[config.mk]
export PLATFORM = sky130hd
export DESIGN_NAME = receiver_decim
export DESIGN_NICKNAME = d
export VERILOG_FILES = /design/src/verilog/rx_pkg.sv /design/src/verilog/cic_decim.sv /design/src/verilog/varcic_decim.sv /design/src/verilog/fir_decim.sv /design/src/verilog/receiver_decim.sv
export SDC_FILE = /design/constraint.sdc
export NUM_CORES = 2
export LEC_CHECK = 0
export ABC_AREA = 1
export BUFFER_PORTS_ARGS = -buffer_cell sky130_fd_sc_hd__buf_2
export CAP_MARGIN = 20
export CORE_MARGIN = 4
export CORE_UTILIZATION = 45
export DETAILED_ROUTE_END_ITERATION = 10
export GPL_TIMING_DRIVEN = 0
export PLACE_DENSITY = 0.66
export SLEW_MARGIN = 15
export SYNTH_ARGS = -nofsm -noshare
export SYNTH_HDL_FRONTEND = slang
export SYNTH_SLANG_ARGS = --single-unit
[constraint.sdc]
create_clock -name clock -period 39.1 [get_ports clock]
set_clock_uncertainty 0.1 [all_clocks]
set_input_delay 9.775 -clock clock [delete_from_list [all_inputs] [get_ports clock]]
set_output_delay 9.775 -clock clock [all_outputs]
set_load 0.02 [all_outputs]
[src/verilog/rx_pkg.sv]
// Receiver decimation definitions
`default_nettype none

package rx_pkg;

  // --------------------
  // Sample widths
  localparam int MIX_W   = 18;
  localparam int STAGE_W = 16;
  localparam int OUT_W   = 24;

  typedef logic signed [MIX_W-1:0]   mix_sample_t;
  typedef logic signed [STAGE_W-1:0] stage_sample_t;
  typedef logic signed [OUT_W-1:0]   out_sample_t;

  // Variable CIC rate codes, held from reset
  typedef logic [1:0] rate_sel_t;
  localparam rate_sel_t RATE_2  = 2'd0;
  localparam rate_sel_t RATE_4  = 2'd1;
  localparam rate_sel_t RATE_8  = 2'd2;
  localparam rate_sel_t RATE_16 = 2'd3;

  // --------------------
  // Fixed CIC, gain 4^3 = 64
  localparam int CIC_RATE   = 4;
  localparam int CIC_STAGES = 3;
  localparam int CIC_ACC_W  = MIX_W + CIC_STAGES * $clog2(CIC_RATE);
  typedef logic signed [CIC_ACC_W-1:0] cic_acc_t;
  typedef logic [$clog2(CIC_RATE)-1:0] cic_cnt_t;
  localparam cic_cnt_t CIC_CNT_LAST = cic_cnt_t'(CIC_RATE - 1);

  // Variable CIC, growth sized for the highest rate
  localparam int VARCIC_STAGES   = 5;
  localparam int VARCIC_MAX_RATE = 16;
  localparam int VARCIC_ACC_W    = STAGE_W + VARCIC_STAGES * $clog2(VARCIC_MAX_RATE);
  typedef logic signed [VARCIC_ACC_W-1:0]     varcic_acc_t;
  typedef logic [$clog2(VARCIC_MAX_RATE)-1:0] varcic_cnt_t;
  typedef logic [$clog2(VARCIC_ACC_W)-1:0]    varcic_shift_t;

  // --------------------
  // FIR, coefficients sum to 2^FIR_SHIFT
  localparam int FIR_TAPS  = 8;
  localparam int FIR_SHIFT = 6;
  localparam int FIR_ACC_W = 30;
  typedef logic signed [7:0]           coef_t;
  typedef logic signed [FIR_ACC_W-1:0] fir_acc_t;
  typedef logic [$clog2(FIR_TAPS)-1:0] fir_tap_t;
  localparam fir_tap_t FIR_TAP_LAST = fir_tap_t'(FIR_TAPS - 1);
  localparam coef_t FIR_COEF [FIR_TAPS] = '{
    8'sd1, 8'sd3, 8'sd8, 8'sd20, 8'sd20, 8'sd8, 8'sd3, 8'sd1
  };

  // FIR sequencer states
  typedef enum logic [1:0] {IDLE, MAC, DONE} fir_state_t;

endpackage

`default_nettype wire

[src/verilog/cic_decim.sv]
// Fixed rate CIC decimator
`default_nettype none

module cic_decim (
  input  wire                         clock,
  input  wire                         rst_n,
  input  wire rx_pkg::mix_sample_t    mix_i,
  input  wire rx_pkg::mix_sample_t    mix_q,
  output logic                        cic_strobe,
  output rx_pkg::stage_sample_t       cic_i,
  output rx_pkg::stage_sample_t       cic_q
);

  // Channel 0 carries I, channel 1 carries Q
  rx_pkg::mix_sample_t din   [2];
  rx_pkg::cic_acc_t    integ [2][rx_pkg::CIC_STAGES];
  rx_pkg::cic_acc_t    dly   [2][rx_pkg::CIC_STAGES];
  rx_pkg::cic_acc_t    diff  [2][rx_pkg::CIC_STAGES+1];
  rx_pkg::cic_cnt_t    cnt;
  logic                tick;

  assign din[0] = mix_i;
  assign din[1] = mix_q;

  // Last input of each group of four
  assign tick = (cnt == rx_pkg::CIC_CNT_LAST);

  // --------------------
  // Integrators, every clock
  always_ff @(posedge clock) begin
    if (!rst_n) begin
      cnt <= '0;
      for (int ch = 0; ch < 2; ch++) begin
        for (int s = 0; s < rx_pkg::CIC_STAGES; s++) begin
          integ[ch][s] <= '0;
        end
      end
    end else begin
      cnt <= tick ? '0 : cnt + 1'b1;
      for (int ch = 0; ch < 2; ch++) begin
        // Input sign extended into the accumulator
        integ[ch][0] <= integ[ch][0] + rx_pkg::cic_acc_t'(din[ch]);
        for (int s = 1; s < rx_pkg::CIC_STAGES; s++) begin
          integ[ch][s] <= integ[ch][s] + integ[ch][s-1];
        end
      end
    end
  end

  // --------------------
  // Comb differences against the previous tick
  always_comb begin
    for (int ch = 0; ch < 2; ch++) begin
      diff[ch][0] = integ[ch][rx_pkg::CIC_STAGES-1];
      for (int s = 0; s < rx_pkg::CIC_STAGES; s++) begin
        diff[ch][s+1] = diff[ch][s] - dly[ch][s];
      end
    end
  end

  // Comb delays and output on the decimation tick
  always_ff @(posedge clock) begin
    if (!rst_n) begin
      cic_strobe <= 1'b0;
      cic_i      <= '0;
      cic_q      <= '0;
      for (int ch = 0; ch < 2; ch++) begin
        for (int s = 0; s < rx_pkg::CIC_STAGES; s++) begin
          dly[ch][s] <= '0;
        end
      end
    end else begin
      cic_strobe <= tick;
      if (tick) begin
        for (int ch = 0; ch < 2; ch++) begin
          for (int s = 0; s < rx_pkg::CIC_STAGES; s++) begin
            dly[ch][s] <= diff[ch][s];
          end
        end
        // Top bits drop the gain of 64 and two more LSBs
        cic_i <= diff[0][rx_pkg::CIC_STAGES][rx_pkg::CIC_ACC_W-1 -: rx_pkg::STAGE_W];
        cic_q <= diff[1][rx_pkg::CIC_STAGES][rx_pkg::CIC_ACC_W-1 -: rx_pkg::STAGE_W];
      end
    end
  end

endmodule

`default_nettype wire

[src/verilog/varcic_decim.sv]
// Variable rate CIC decimator
`default_nettype none

module varcic_decim (
  input  wire                          clock,
  input  wire                          rst_n,
  input  wire rx_pkg::rate_sel_t       rate_sel,
  input  wire                          in_strobe,
  input  wire rx_pkg::stage_sample_t   in_i,
  input  wire rx_pkg::stage_sample_t   in_q,
  output logic                         var_strobe,
  output rx_pkg::stage_sample_t        var_i,
  output rx_pkg::stage_sample_t        var_q
);

  // Channel 0 carries I, channel 1 carries Q
  rx_pkg::stage_sample_t din    [2];
  rx_pkg::varcic_acc_t   integ  [2][rx_pkg::VARCIC_STAGES];
  rx_pkg::varcic_acc_t   dly    [2][rx_pkg::VARCIC_STAGES];
  rx_pkg::varcic_acc_t   diff   [2][rx_pkg::VARCIC_STAGES+1];
  rx_pkg::varcic_acc_t   scaled [2];
  rx_pkg::rate_sel_t     rate_q;
  rx_pkg::varcic_cnt_t   cnt;
  rx_pkg::varcic_cnt_t   last_cnt;
  rx_pkg::varcic_shift_t shift;
  logic                  tick;

  assign din[0] = in_i;
  assign din[1] = in_q;

  // Rate sampled only while in reset
  always_ff @(posedge clock) begin
    if (!rst_n) begin
      rate_q <= rate_sel;
    end
  end

  // --------------------
  // Wrap count and gain shift per rate
  // Gain is R^5, so the shift is 5 * log2(R)
  always_comb begin
    last_cnt = rx_pkg::varcic_cnt_t'(1);
    shift    = rx_pkg::varcic_shift_t'(rx_pkg::VARCIC_STAGES);
    case (rate_q)
      rx_pkg::RATE_2: begin
        last_cnt = rx_pkg::varcic_cnt_t'(1);
        shift    = rx_pkg::varcic_shift_t'(rx_pkg::VARCIC_STAGES);
      end
      rx_pkg::RATE_4: begin
        last_cnt = rx_pkg::varcic_cnt_t'(3);
        shift    = rx_pkg::varcic_shift_t'(rx_pkg::VARCIC_STAGES * 2);
      end
      rx_pkg::RATE_8: begin
        last_cnt = rx_pkg::varcic_cnt_t'(7);
        shift    = rx_pkg::varcic_shift_t'(rx_pkg::VARCIC_STAGES * 3);
      end
      rx_pkg::RATE_16: begin
        last_cnt = rx_pkg::varcic_cnt_t'(15);
        shift    = rx_pkg::varcic_shift_t'(rx_pkg::VARCIC_STAGES * 4);
      end
    endcase
  end

  // R-th input strobe of each group
  assign tick = in_strobe && (cnt == last_cnt);

  // --------------------
  // Integrators, advanced by in_strobe
  always_ff @(posedge clock) begin
    if (!rst_n) begin
      cnt <= '0;
      for (int ch = 0; ch < 2; ch++) begin
        for (int s = 0; s < rx_pkg::VARCIC_STAGES; s++) begin
          integ[ch][s] <= '0;
        end
      end
    end else if (in_strobe) begin
      cnt <= tick ? '0 : cnt + 1'b1;
      for (int ch = 0; ch < 2; ch++) begin
        integ[ch][0] <= integ[ch][0] + rx_pkg::varcic_acc_t'(din[ch]);
        for (int s = 1; s < rx_pkg::VARCIC_STAGES; s++) begin
          integ[ch][s] <= integ[ch][s] + integ[ch][s-1];
        end
      end
    end
  end

  // Comb chain and gain removal
  always_comb begin
    for (int ch = 0; ch < 2; ch++) begin
      diff[ch][0] = integ[ch][rx_pkg::VARCIC_STAGES-1];
      for (int s = 0; s < rx_pkg::VARCIC_STAGES; s++) begin
        diff[ch][s+1] = diff[ch][s] - dly[ch][s];
      end
      scaled[ch] = diff[ch][rx_pkg::VARCIC_STAGES] >>> shift;
    end
  end

  // --------------------
  // Comb delays and output on the wrap
  always_ff @(posedge clock) begin
    if (!rst_n) begin
      var_strobe <= 1'b0;
      var_i      <= '0;
      var_q      <= '0;
      for (int ch = 0; ch < 2; ch++) begin
        for (int s = 0; s < rx_pkg::VARCIC_STAGES; s++) begin
          dly[ch][s] <= '0;
        end
      end
    end else begin
      var_strobe <= tick;
      if (tick) begin
        for (int ch = 0; ch < 2; ch++) begin
          for (int s = 0; s < rx_pkg::VARCIC_STAGES; s++) begin
            dly[ch][s] <= diff[ch][s];
          end
        end
        var_i <= scaled[0][rx_pkg::STAGE_W-1:0];
        var_q <= scaled[1][rx_pkg::STAGE_W-1:0];
      end
    end
  end

endmodule

`default_nettype wire

[src/verilog/fir_decim.sv]
// Sequential FIR decimator by two
`default_nettype none

module fir_decim (
  input  wire                          clock,
  input  wire                          rst_n,
  input  wire                          in_strobe,
  input  wire rx_pkg::stage_sample_t   in_i,
  input  wire rx_pkg::stage_sample_t   in_q,
  output logic                         out_strobe,
  output rx_pkg::out_sample_t          out_i,
  output rx_pkg::out_sample_t          out_q
);

  // Channel 0 carries I, channel 1 carries Q
  rx_pkg::stage_sample_t din  [2];
  rx_pkg::stage_sample_t dl   [2][rx_pkg::FIR_TAPS];
  rx_pkg::fir_acc_t      acc  [2];
  rx_pkg::fir_acc_t      prod [2];
  rx_pkg::fir_acc_t      rnd  [2];
  rx_pkg::stage_sample_t res  [2];
  rx_pkg::fir_tap_t      tap;
  rx_pkg::fir_state_t    state;
  logic                  phase;

  assign din[0] = in_i;
  assign din[1] = in_q;

  // --------------------
  // Delay line, newest sample at index 0
  always_ff @(posedge clock) begin
    if (!rst_n) begin
      phase <= 1'b0;
      for (int ch = 0; ch < 2; ch++) begin
        for (int k = 0; k < rx_pkg::FIR_TAPS; k++) begin
          dl[ch][k] <= '0;
        end
      end
    end else if (in_strobe) begin
      // Phase high marks the second strobe of a pair
      phase <= ~phase;
      for (int ch = 0; ch < 2; ch++) begin
        dl[ch][0] <= din[ch];
        for (int k = 1; k < rx_pkg::FIR_TAPS; k++) begin
          dl[ch][k] <= dl[ch][k-1];
        end
      end
    end
  end

  // --------------------
  // One multiplier per channel, tap picked by the sequencer
  always_comb begin
    for (int ch = 0; ch < 2; ch++) begin
      prod[ch] = dl[ch][tap] * rx_pkg::FIR_COEF[tap];
      // Half LSB added before the divide by 64
      rnd[ch]  = acc[ch] + (rx_pkg::fir_acc_t'(1) <<< (rx_pkg::FIR_SHIFT - 1));
      res[ch]  = rx_pkg::stage_sample_t'(rnd[ch] >>> rx_pkg::FIR_SHIFT);
    end
  end

  // --------------------
  // Sequencer
  // Load on the strobe edge, eight MAC cycles, one output cycle
  always_ff @(posedge clock) begin
    if (!rst_n) begin
      state      <= rx_pkg::IDLE;
      tap        <= '0;
      acc[0]     <= '0;
      acc[1]     <= '0;
      out_strobe <= 1'b0;
      out_i      <= '0;
      out_q      <= '0;
    end else begin
      out_strobe <= 1'b0;
      case (state)
        rx_pkg::IDLE: begin
          // New sample enters the delay line on this same edge
          if (in_strobe && phase) begin
            state  <= rx_pkg::MAC;
            tap    <= '0;
            acc[0] <= '0;
            acc[1] <= '0;
          end
        end
        rx_pkg::MAC: begin
          acc[0] <= acc[0] + prod[0];
          acc[1] <= acc[1] + prod[1];
          tap    <= tap + 1'b1;
          if (tap == rx_pkg::FIR_TAP_LAST) begin
            state <= rx_pkg::DONE;
          end
        end
        rx_pkg::DONE: begin
          // 16-bit result placed in the top of the 24-bit output
          out_i      <= {res[0], {(rx_pkg::OUT_W - rx_pkg::STAGE_W){1'b0}}};
          out_q      <= {res[1], {(rx_pkg::OUT_W - rx_pkg::STAGE_W){1'b0}}};
          out_strobe <= 1'b1;
          state      <= rx_pkg::IDLE;
        end
        default: begin
          state <= rx_pkg::IDLE;
        end
      endcase
    end
  end

endmodule

`default_nettype wire

[src/verilog/receiver_decim.sv]
// Receiver decimation chain
`default_nettype none

module receiver_decim (
  input  wire                          clock,
  input  wire                          rst_n,
  input  wire rx_pkg::rate_sel_t       rate_sel,
  input  wire rx_pkg::mix_sample_t     mix_i,
  input  wire rx_pkg::mix_sample_t     mix_q,
  output logic                         out_strobe,
  output rx_pkg::out_sample_t          out_i,
  output rx_pkg::out_sample_t          out_q
);

  // --------------------
  // Stage to stage signals
  logic                  cic_strobe;
  rx_pkg::stage_sample_t cic_i;
  rx_pkg::stage_sample_t cic_q;

  logic                  var_strobe;
  rx_pkg::stage_sample_t var_i;
  rx_pkg::stage_sample_t var_q;

  // Fixed decimation by 4, input every clock
  // Output is the input with its two LSBs dropped
  cic_decim u_cic (
    .clock      (clock),
    .rst_n      (rst_n),
    .mix_i      (mix_i),
    .mix_q      (mix_q),
    .cic_strobe (cic_strobe),
    .cic_i      (cic_i),
    .cic_q      (cic_q)
  );

  // Decimation by 2, 4, 8 or 16, unity gain
  varcic_decim u_varcic (
    .clock      (clock),
    .rst_n      (rst_n),
    .rate_sel   (rate_sel),
    .in_strobe  (cic_strobe),
    .in_i       (cic_i),
    .in_q       (cic_q),
    .var_strobe (var_strobe),
    .var_i      (var_i),
    .var_q      (var_q)
  );

  // Final decimation by 2
  // Output strobe 10 clocks after every second var_strobe
  fir_decim u_fir (
    .clock      (clock),
    .rst_n      (rst_n),
    .in_strobe  (var_strobe),
    .in_i       (var_i),
    .in_q       (var_q),
    .out_strobe (out_strobe),
    .out_i      (out_i),
    .out_q      (out_q)
  );

endmodule

`default_nettype wire

After elaboration in Yosys (flattened, before gate mapping)
Memories as Yosys holds them, arrays and structs flattened.
Cells that the tools add are included.
W data, S select, Z words.
- output and inout bits: 49
- latch bits: 0
- flip-flop bits (word level): 113
- memories kept: 7
- RAM bits: 1324
- bits in read-only memories: 64
- input port bits: 40
- eq/ne operators: 10
- shift operators: 2
- multipliers: 2
- divide/modulo/power cells: 0
- magnitude comparators: 1
- reduce and logical (&&, ||, !) cells: 8
- add/subtract/negate cells: 39
- mux-type cells: 90
- bitwise gates (word level): 55
- memory list (name ; words ; width ; read ports ; clocked after Yosys merged registers in ; write ports ; line ; source):
    u_varcic.dly ; 2 ; 180 ; 2 ; 0 ; 2 ; varcic_decim.sv:19 ; rx_pkg::varcic_acc_t dly [2][rx_pkg::VARCIC_STAGES];
    u_varcic.integ ; 2 ; 180 ; 2 ; 0 ; 2 ; varcic_decim.sv:18 ; rx_pkg::varcic_acc_t integ [2][rx_pkg::VARCIC_STAGES];
    u_fir.dl ; 2 ; 128 ; 2 ; 0 ; 2 ; fir_decim.sv:17 ; rx_pkg::stage_sample_t dl [2][rx_pkg::FIR_TAPS];
    u_cic.dly ; 2 ; 72 ; 2 ; 0 ; 2 ; cic_decim.sv:17 ; rx_pkg::cic_acc_t dly [2][rx_pkg::CIC_STAGES];
    u_cic.integ ; 2 ; 72 ; 2 ; 0 ; 2 ; cic_decim.sv:16 ; rx_pkg::cic_acc_t integ [2][rx_pkg::CIC_STAGES];
    (name not given) ; 8 ; 8 ; 1 ; 0 ; 0 ; fir_decim.sv:55 ; prod[ch] = dl[ch][tap] * rx_pkg::FIR_COEF[tap];
    +1 memories ; -- ; -- ; -- ; -- ; -- ; -- ;
- operator list (operator ; number):
    $mux W36 ; 20
    $sub A36 B36 Y36 ; 10
    $mux W16 ; 20
    $add A36 B36 Y36 ; 8
    $mux W24 ; 12
    $sub A24 B24 Y24 ; 6
    $mux W30 ; 4
    $add A24 B24 Y24 ; 4
    $bmux W16 S3 ; 2
    $add A36 B16 Y36 ; 2
    $sshr A36 B6 Y16 ; 2
    $add A30 B24 Y30 ; 2
    $or A1 B1 Y1 ; 52
    $add A24 B18 Y24 ; 2
    $mul A16 B8 Y24 ; 2
    $add A22 B7 Y22 const B ; 2
    $pmux W6 S4 ; 1
    $mux W1 ; 22
    $mux W8 ; 2
    $pmux W4 S4 ; 1
    $eq A2 B2 Y1 const B ; 4
    $pmux W3 S2 ; 1
    $add A4 B1 Y4 const B ; 1
    $eq A2 B1 Y1 const B ; 2
    other kinds (17) ; 23

Depth between registers and ports, before layout
- word-level depth: 8
- depth in mapped cells: 67

Modules after synthesis
Synthesis repeated with hierarchy kept, for this count alone.
- cell total of the unflattened synthesis: 14201
- area total of the unflattened synthesis: 111177.9 sq um
- modules (own cells, without submodules) (module ; cells an instance ; seq. area each (sq um) ; area an instance (sq um) ; instances):
    varcic_decim ; 8277 ; 22421.5 ; 64396.8 ; 1
    cic_decim ; 3246 ; 7907.6 ; 23887.9 ; 1
    fir_decim ; 2678 ; 9789.4 ; 22893.2 ; 1

Worst setup path before layout
No wires, ideal clock.
- path type: in2reg
- from: in rst_n
- to: mem u_varcic.dly[0][0] (netlist bit), enable pin
- slack: 18002 ps
- stages on the path: 5
- library setup time: 865 ps
- path buffers: 2
- arrival: 20133 ps
- cell sequence: clkbuf_1 inv_1 nor2_1 inv_1 clkbuf_1
- RTL lines (what ; line ; source):
    start, declared ; receiver_decim.sv:6 ; input wire rst_n,
    end, declared ; varcic_decim.sv:19 ;

==> qor.yml <==
dp_hpwl_um: 209000
drcViolationCount: 0
placed_cells_incl_taps: 16800
syn_inst: 13500
cellLeakagePower_nw: 55.0
slew_headroom_pct: 22.0
power_density_nw_per_um2: 90.1
grt_max_degree: 101
worstPathArrival_ns: 13.19
dr.pass1.iters: 7
worst-path-max-fanout: 54
hp-class: "flop to flop"
p_int_mw: 5.23
clock.fmax_mhz: 78.1
drt-wirelength-per-cell_um: 15.6
grt_overflow: 0
die_w_um: 497
core_area_sq_um: 238000
syn_area_sq_um: 108000
wl_um: 266000
rsz0062_at_grt: "false"
p_switching_mw: 5.42
synth_area_leaders: "edfxtp_1, ha_1, inv_1"
ys_ff_latch: 1421
min_delay_path_depth: 1
grt_pass1_vias: 83300
n_fill_cell: 23000
num_rows: 179
nets: 15100
async_reset_ff_share_pct: 0
num_vias: 88700
cts_htree_levels: 4
cts-root-buf: "clkbuf_16"
worstPathRequired_ns: 39.49
antenna_found_initial: 1
cts_tree: "yes"
cts_buffers: 167
die_area_sq_um: 247000
start_util_pct: 45.2
clock_latency_ns: 0.83
yosysSeqAreaShare_pct: 37.3
synth_top_area_share_pct: 32.5
hold_violations: 0
tightest_slew_ns: 1.17
grt_use_met3_pct: 2.42
dr.first_iter.drc_count: 6326
ys_types: 73
post-cts-setup-buffers: 0
design_area_sq_um: 118000
most-common-layout-cells: "inv_1, nand2_1, a21oi_1"
layout-drive-gt1-share_pct: 4.01
cts_buffer_depth: 3
pre_cts_slack_ns: 25.40
setup_viol: 0
top_usage_layer: "met2"
place_congestion: 0.954
slew_viol_final: 0
synth_top_area_cell: "edfxtp_1"
final.setup.tns_ns: 0
synth_edf_count: 1166
holdBufCountCts: 0
area_delta_synth_final_pct: 9.86
fin_ws_ns: 26.30
vdd_drop_max_mv: 0.0911
power_frac_clock_pct: 14.9
final_common_cell: "inv_1"
grt_util_met1_pct: 28.3
io_pins: 89
status: "finished, final reports clean"
max_cap_viol_count: 0
io_buffers: 71
final_antenna_net_count: 0
grt_pass1_wl_um: 428000
comb_power_share_pct: 67.5
register_area_sq_um: 40100
cts_sinks: 1421
timing.final.crit_share_pct: 32.7
p_seq_share_pct: 17.6
multi_input_area_sq_um: 56800
gr-usage-met2_pct: 35.7
routed_via_density: 5.19
grtUsageTotal_pct: 21.0
switching_share_pct: 50.9
crit_type: "primary input to flop"
start_kind: "primary input"
period_needed_ns: 12.80
clk_pin_slew_ns: 0.06
synthFlopType: "edfxtp_1"
placed_area_sq_um: 113000
final_cells: 17100
rr_worst_depth: 63
ctsResizeCount: 0
synth_area_per_cell_sq_um: 7.97
worst_setup_path_end_kind: "flop"
die_h_um: 497
synth_warnings: 0
-- cell families (layout without fill, tap and decap cells) --
family,after synthesis,after routing,share of synthesized area [%]
buf+inv,2839,3247,10.0
compound gates,3469,3469,17.9
flops,1421,1421,37.3
mux,3,3,0.0279
simple gates,4057,4057,15.3
fa+ha+maj,1247,1247,15.7
xor+xnor,463,463,3.78
other cells,1,17,0.00349
-- metal layers --
metal  wire [um]  vias up
met5           0        -
met4        7440        0
met2      124000     1883
li1            -    45800
met3       12800      389
met1      123000    40600
-- state kept, by name, indices dropped and copies added, names as in the netlist, 44 cells and up --
name / count
u_cic.integ: 144
u_fir.dl: 256
u_fir.acc: 44
u_cic.dly: 144
u_varcic.dly: 360
u_varcic.integ: 360
-- area by class of cell --
| cell class | instances | area share (%) |
|---|---|---|
| repair buffers | 97 | 0.775 |
| inverters | 2541 | 8.07 |
| clock buffers | 232 | 4.04 |
| diodes | 1 | 0.00212 |
| plain buffers | 298 | 1.08 |
| flip-flops and latches | 1421 | 33.9 |
| multi-input cells | 9255 | 48.0 |
| clock inverters | 79 | 0.730 |
| well taps | 3167 | 3.35 |
-- stage by stage --
| step | utilization (%) | power (mW) | hold slack (ns) |
|---|---|---|---|
| 6_report | 49.7 | 10.7 | 0.327 |
| 5_1_grt | 49.7 | 11.7 | 0.367 |
| 4_1_cts | 49.7 | 10.6 | 0.336 |
| 3_5_place_dp | 47.3 | 9.00 | 0.327 |
| 3_3_place_gp | 47.1 | 8.97 | 0.311 |
| 2_1_floorplan | - | 7.41 | 0.299 |
-- power by group through the flow --
stage / Clock [mW] / Combinational, mW / Sequential (mW)
after floorplan: 0 / 5.55 / 1.87
after global placement: 0 / 7.05 / 1.93
after detailed placement: 0 / 7.10 / 1.91
after CTS: 1.62 / 7.14 / 1.88
after global routing: 1.68 / 8.17 / 1.88
final: 1.59 / 7.20 / 1.87
-- synthesized netlist by cell type, drive strengths merged, types with 185 or more instances --
| cell type | count |
|---|---|
| inv | 2539 |
| nand2 | 1956 |
| a21oi | 1717 |
| nor2 | 1413 |
| edfxtp | 1166 |
| o21ai | 1082 |
| ha | 1075 |
| nand3 | 477 |
| xor2 | 335 |
| dfxtp | 255 |
| clkbuf | 239 |
| o21a | 185 |
-- worst paths after layout --
| check | slack (ns) | from | to |
|---|---|---|---|
| max | 26.30 | rst_n | u_fir.dl[1][92] |
| min | 0.33 | u_cic.cnt[0] | u_cic.cnt[0] |
| max reg2reg | 27.52 | u_varcic.integ[0][0] | u_varcic.var_i[4] |
| min reg2reg | 0.33 | u_cic.cnt[0] | u_cic.cnt[0] |
-- worst max-delay path, stage by stage --
cell	delay [ns]
clkbuf_2	0.35
inv_1	0.33
clkbuf_2	0.57
clkbuf_1	0.69
or2_4	0.73
buf_12	0.33
buf_16	0.31
Power figures use the tool's default switching activity.
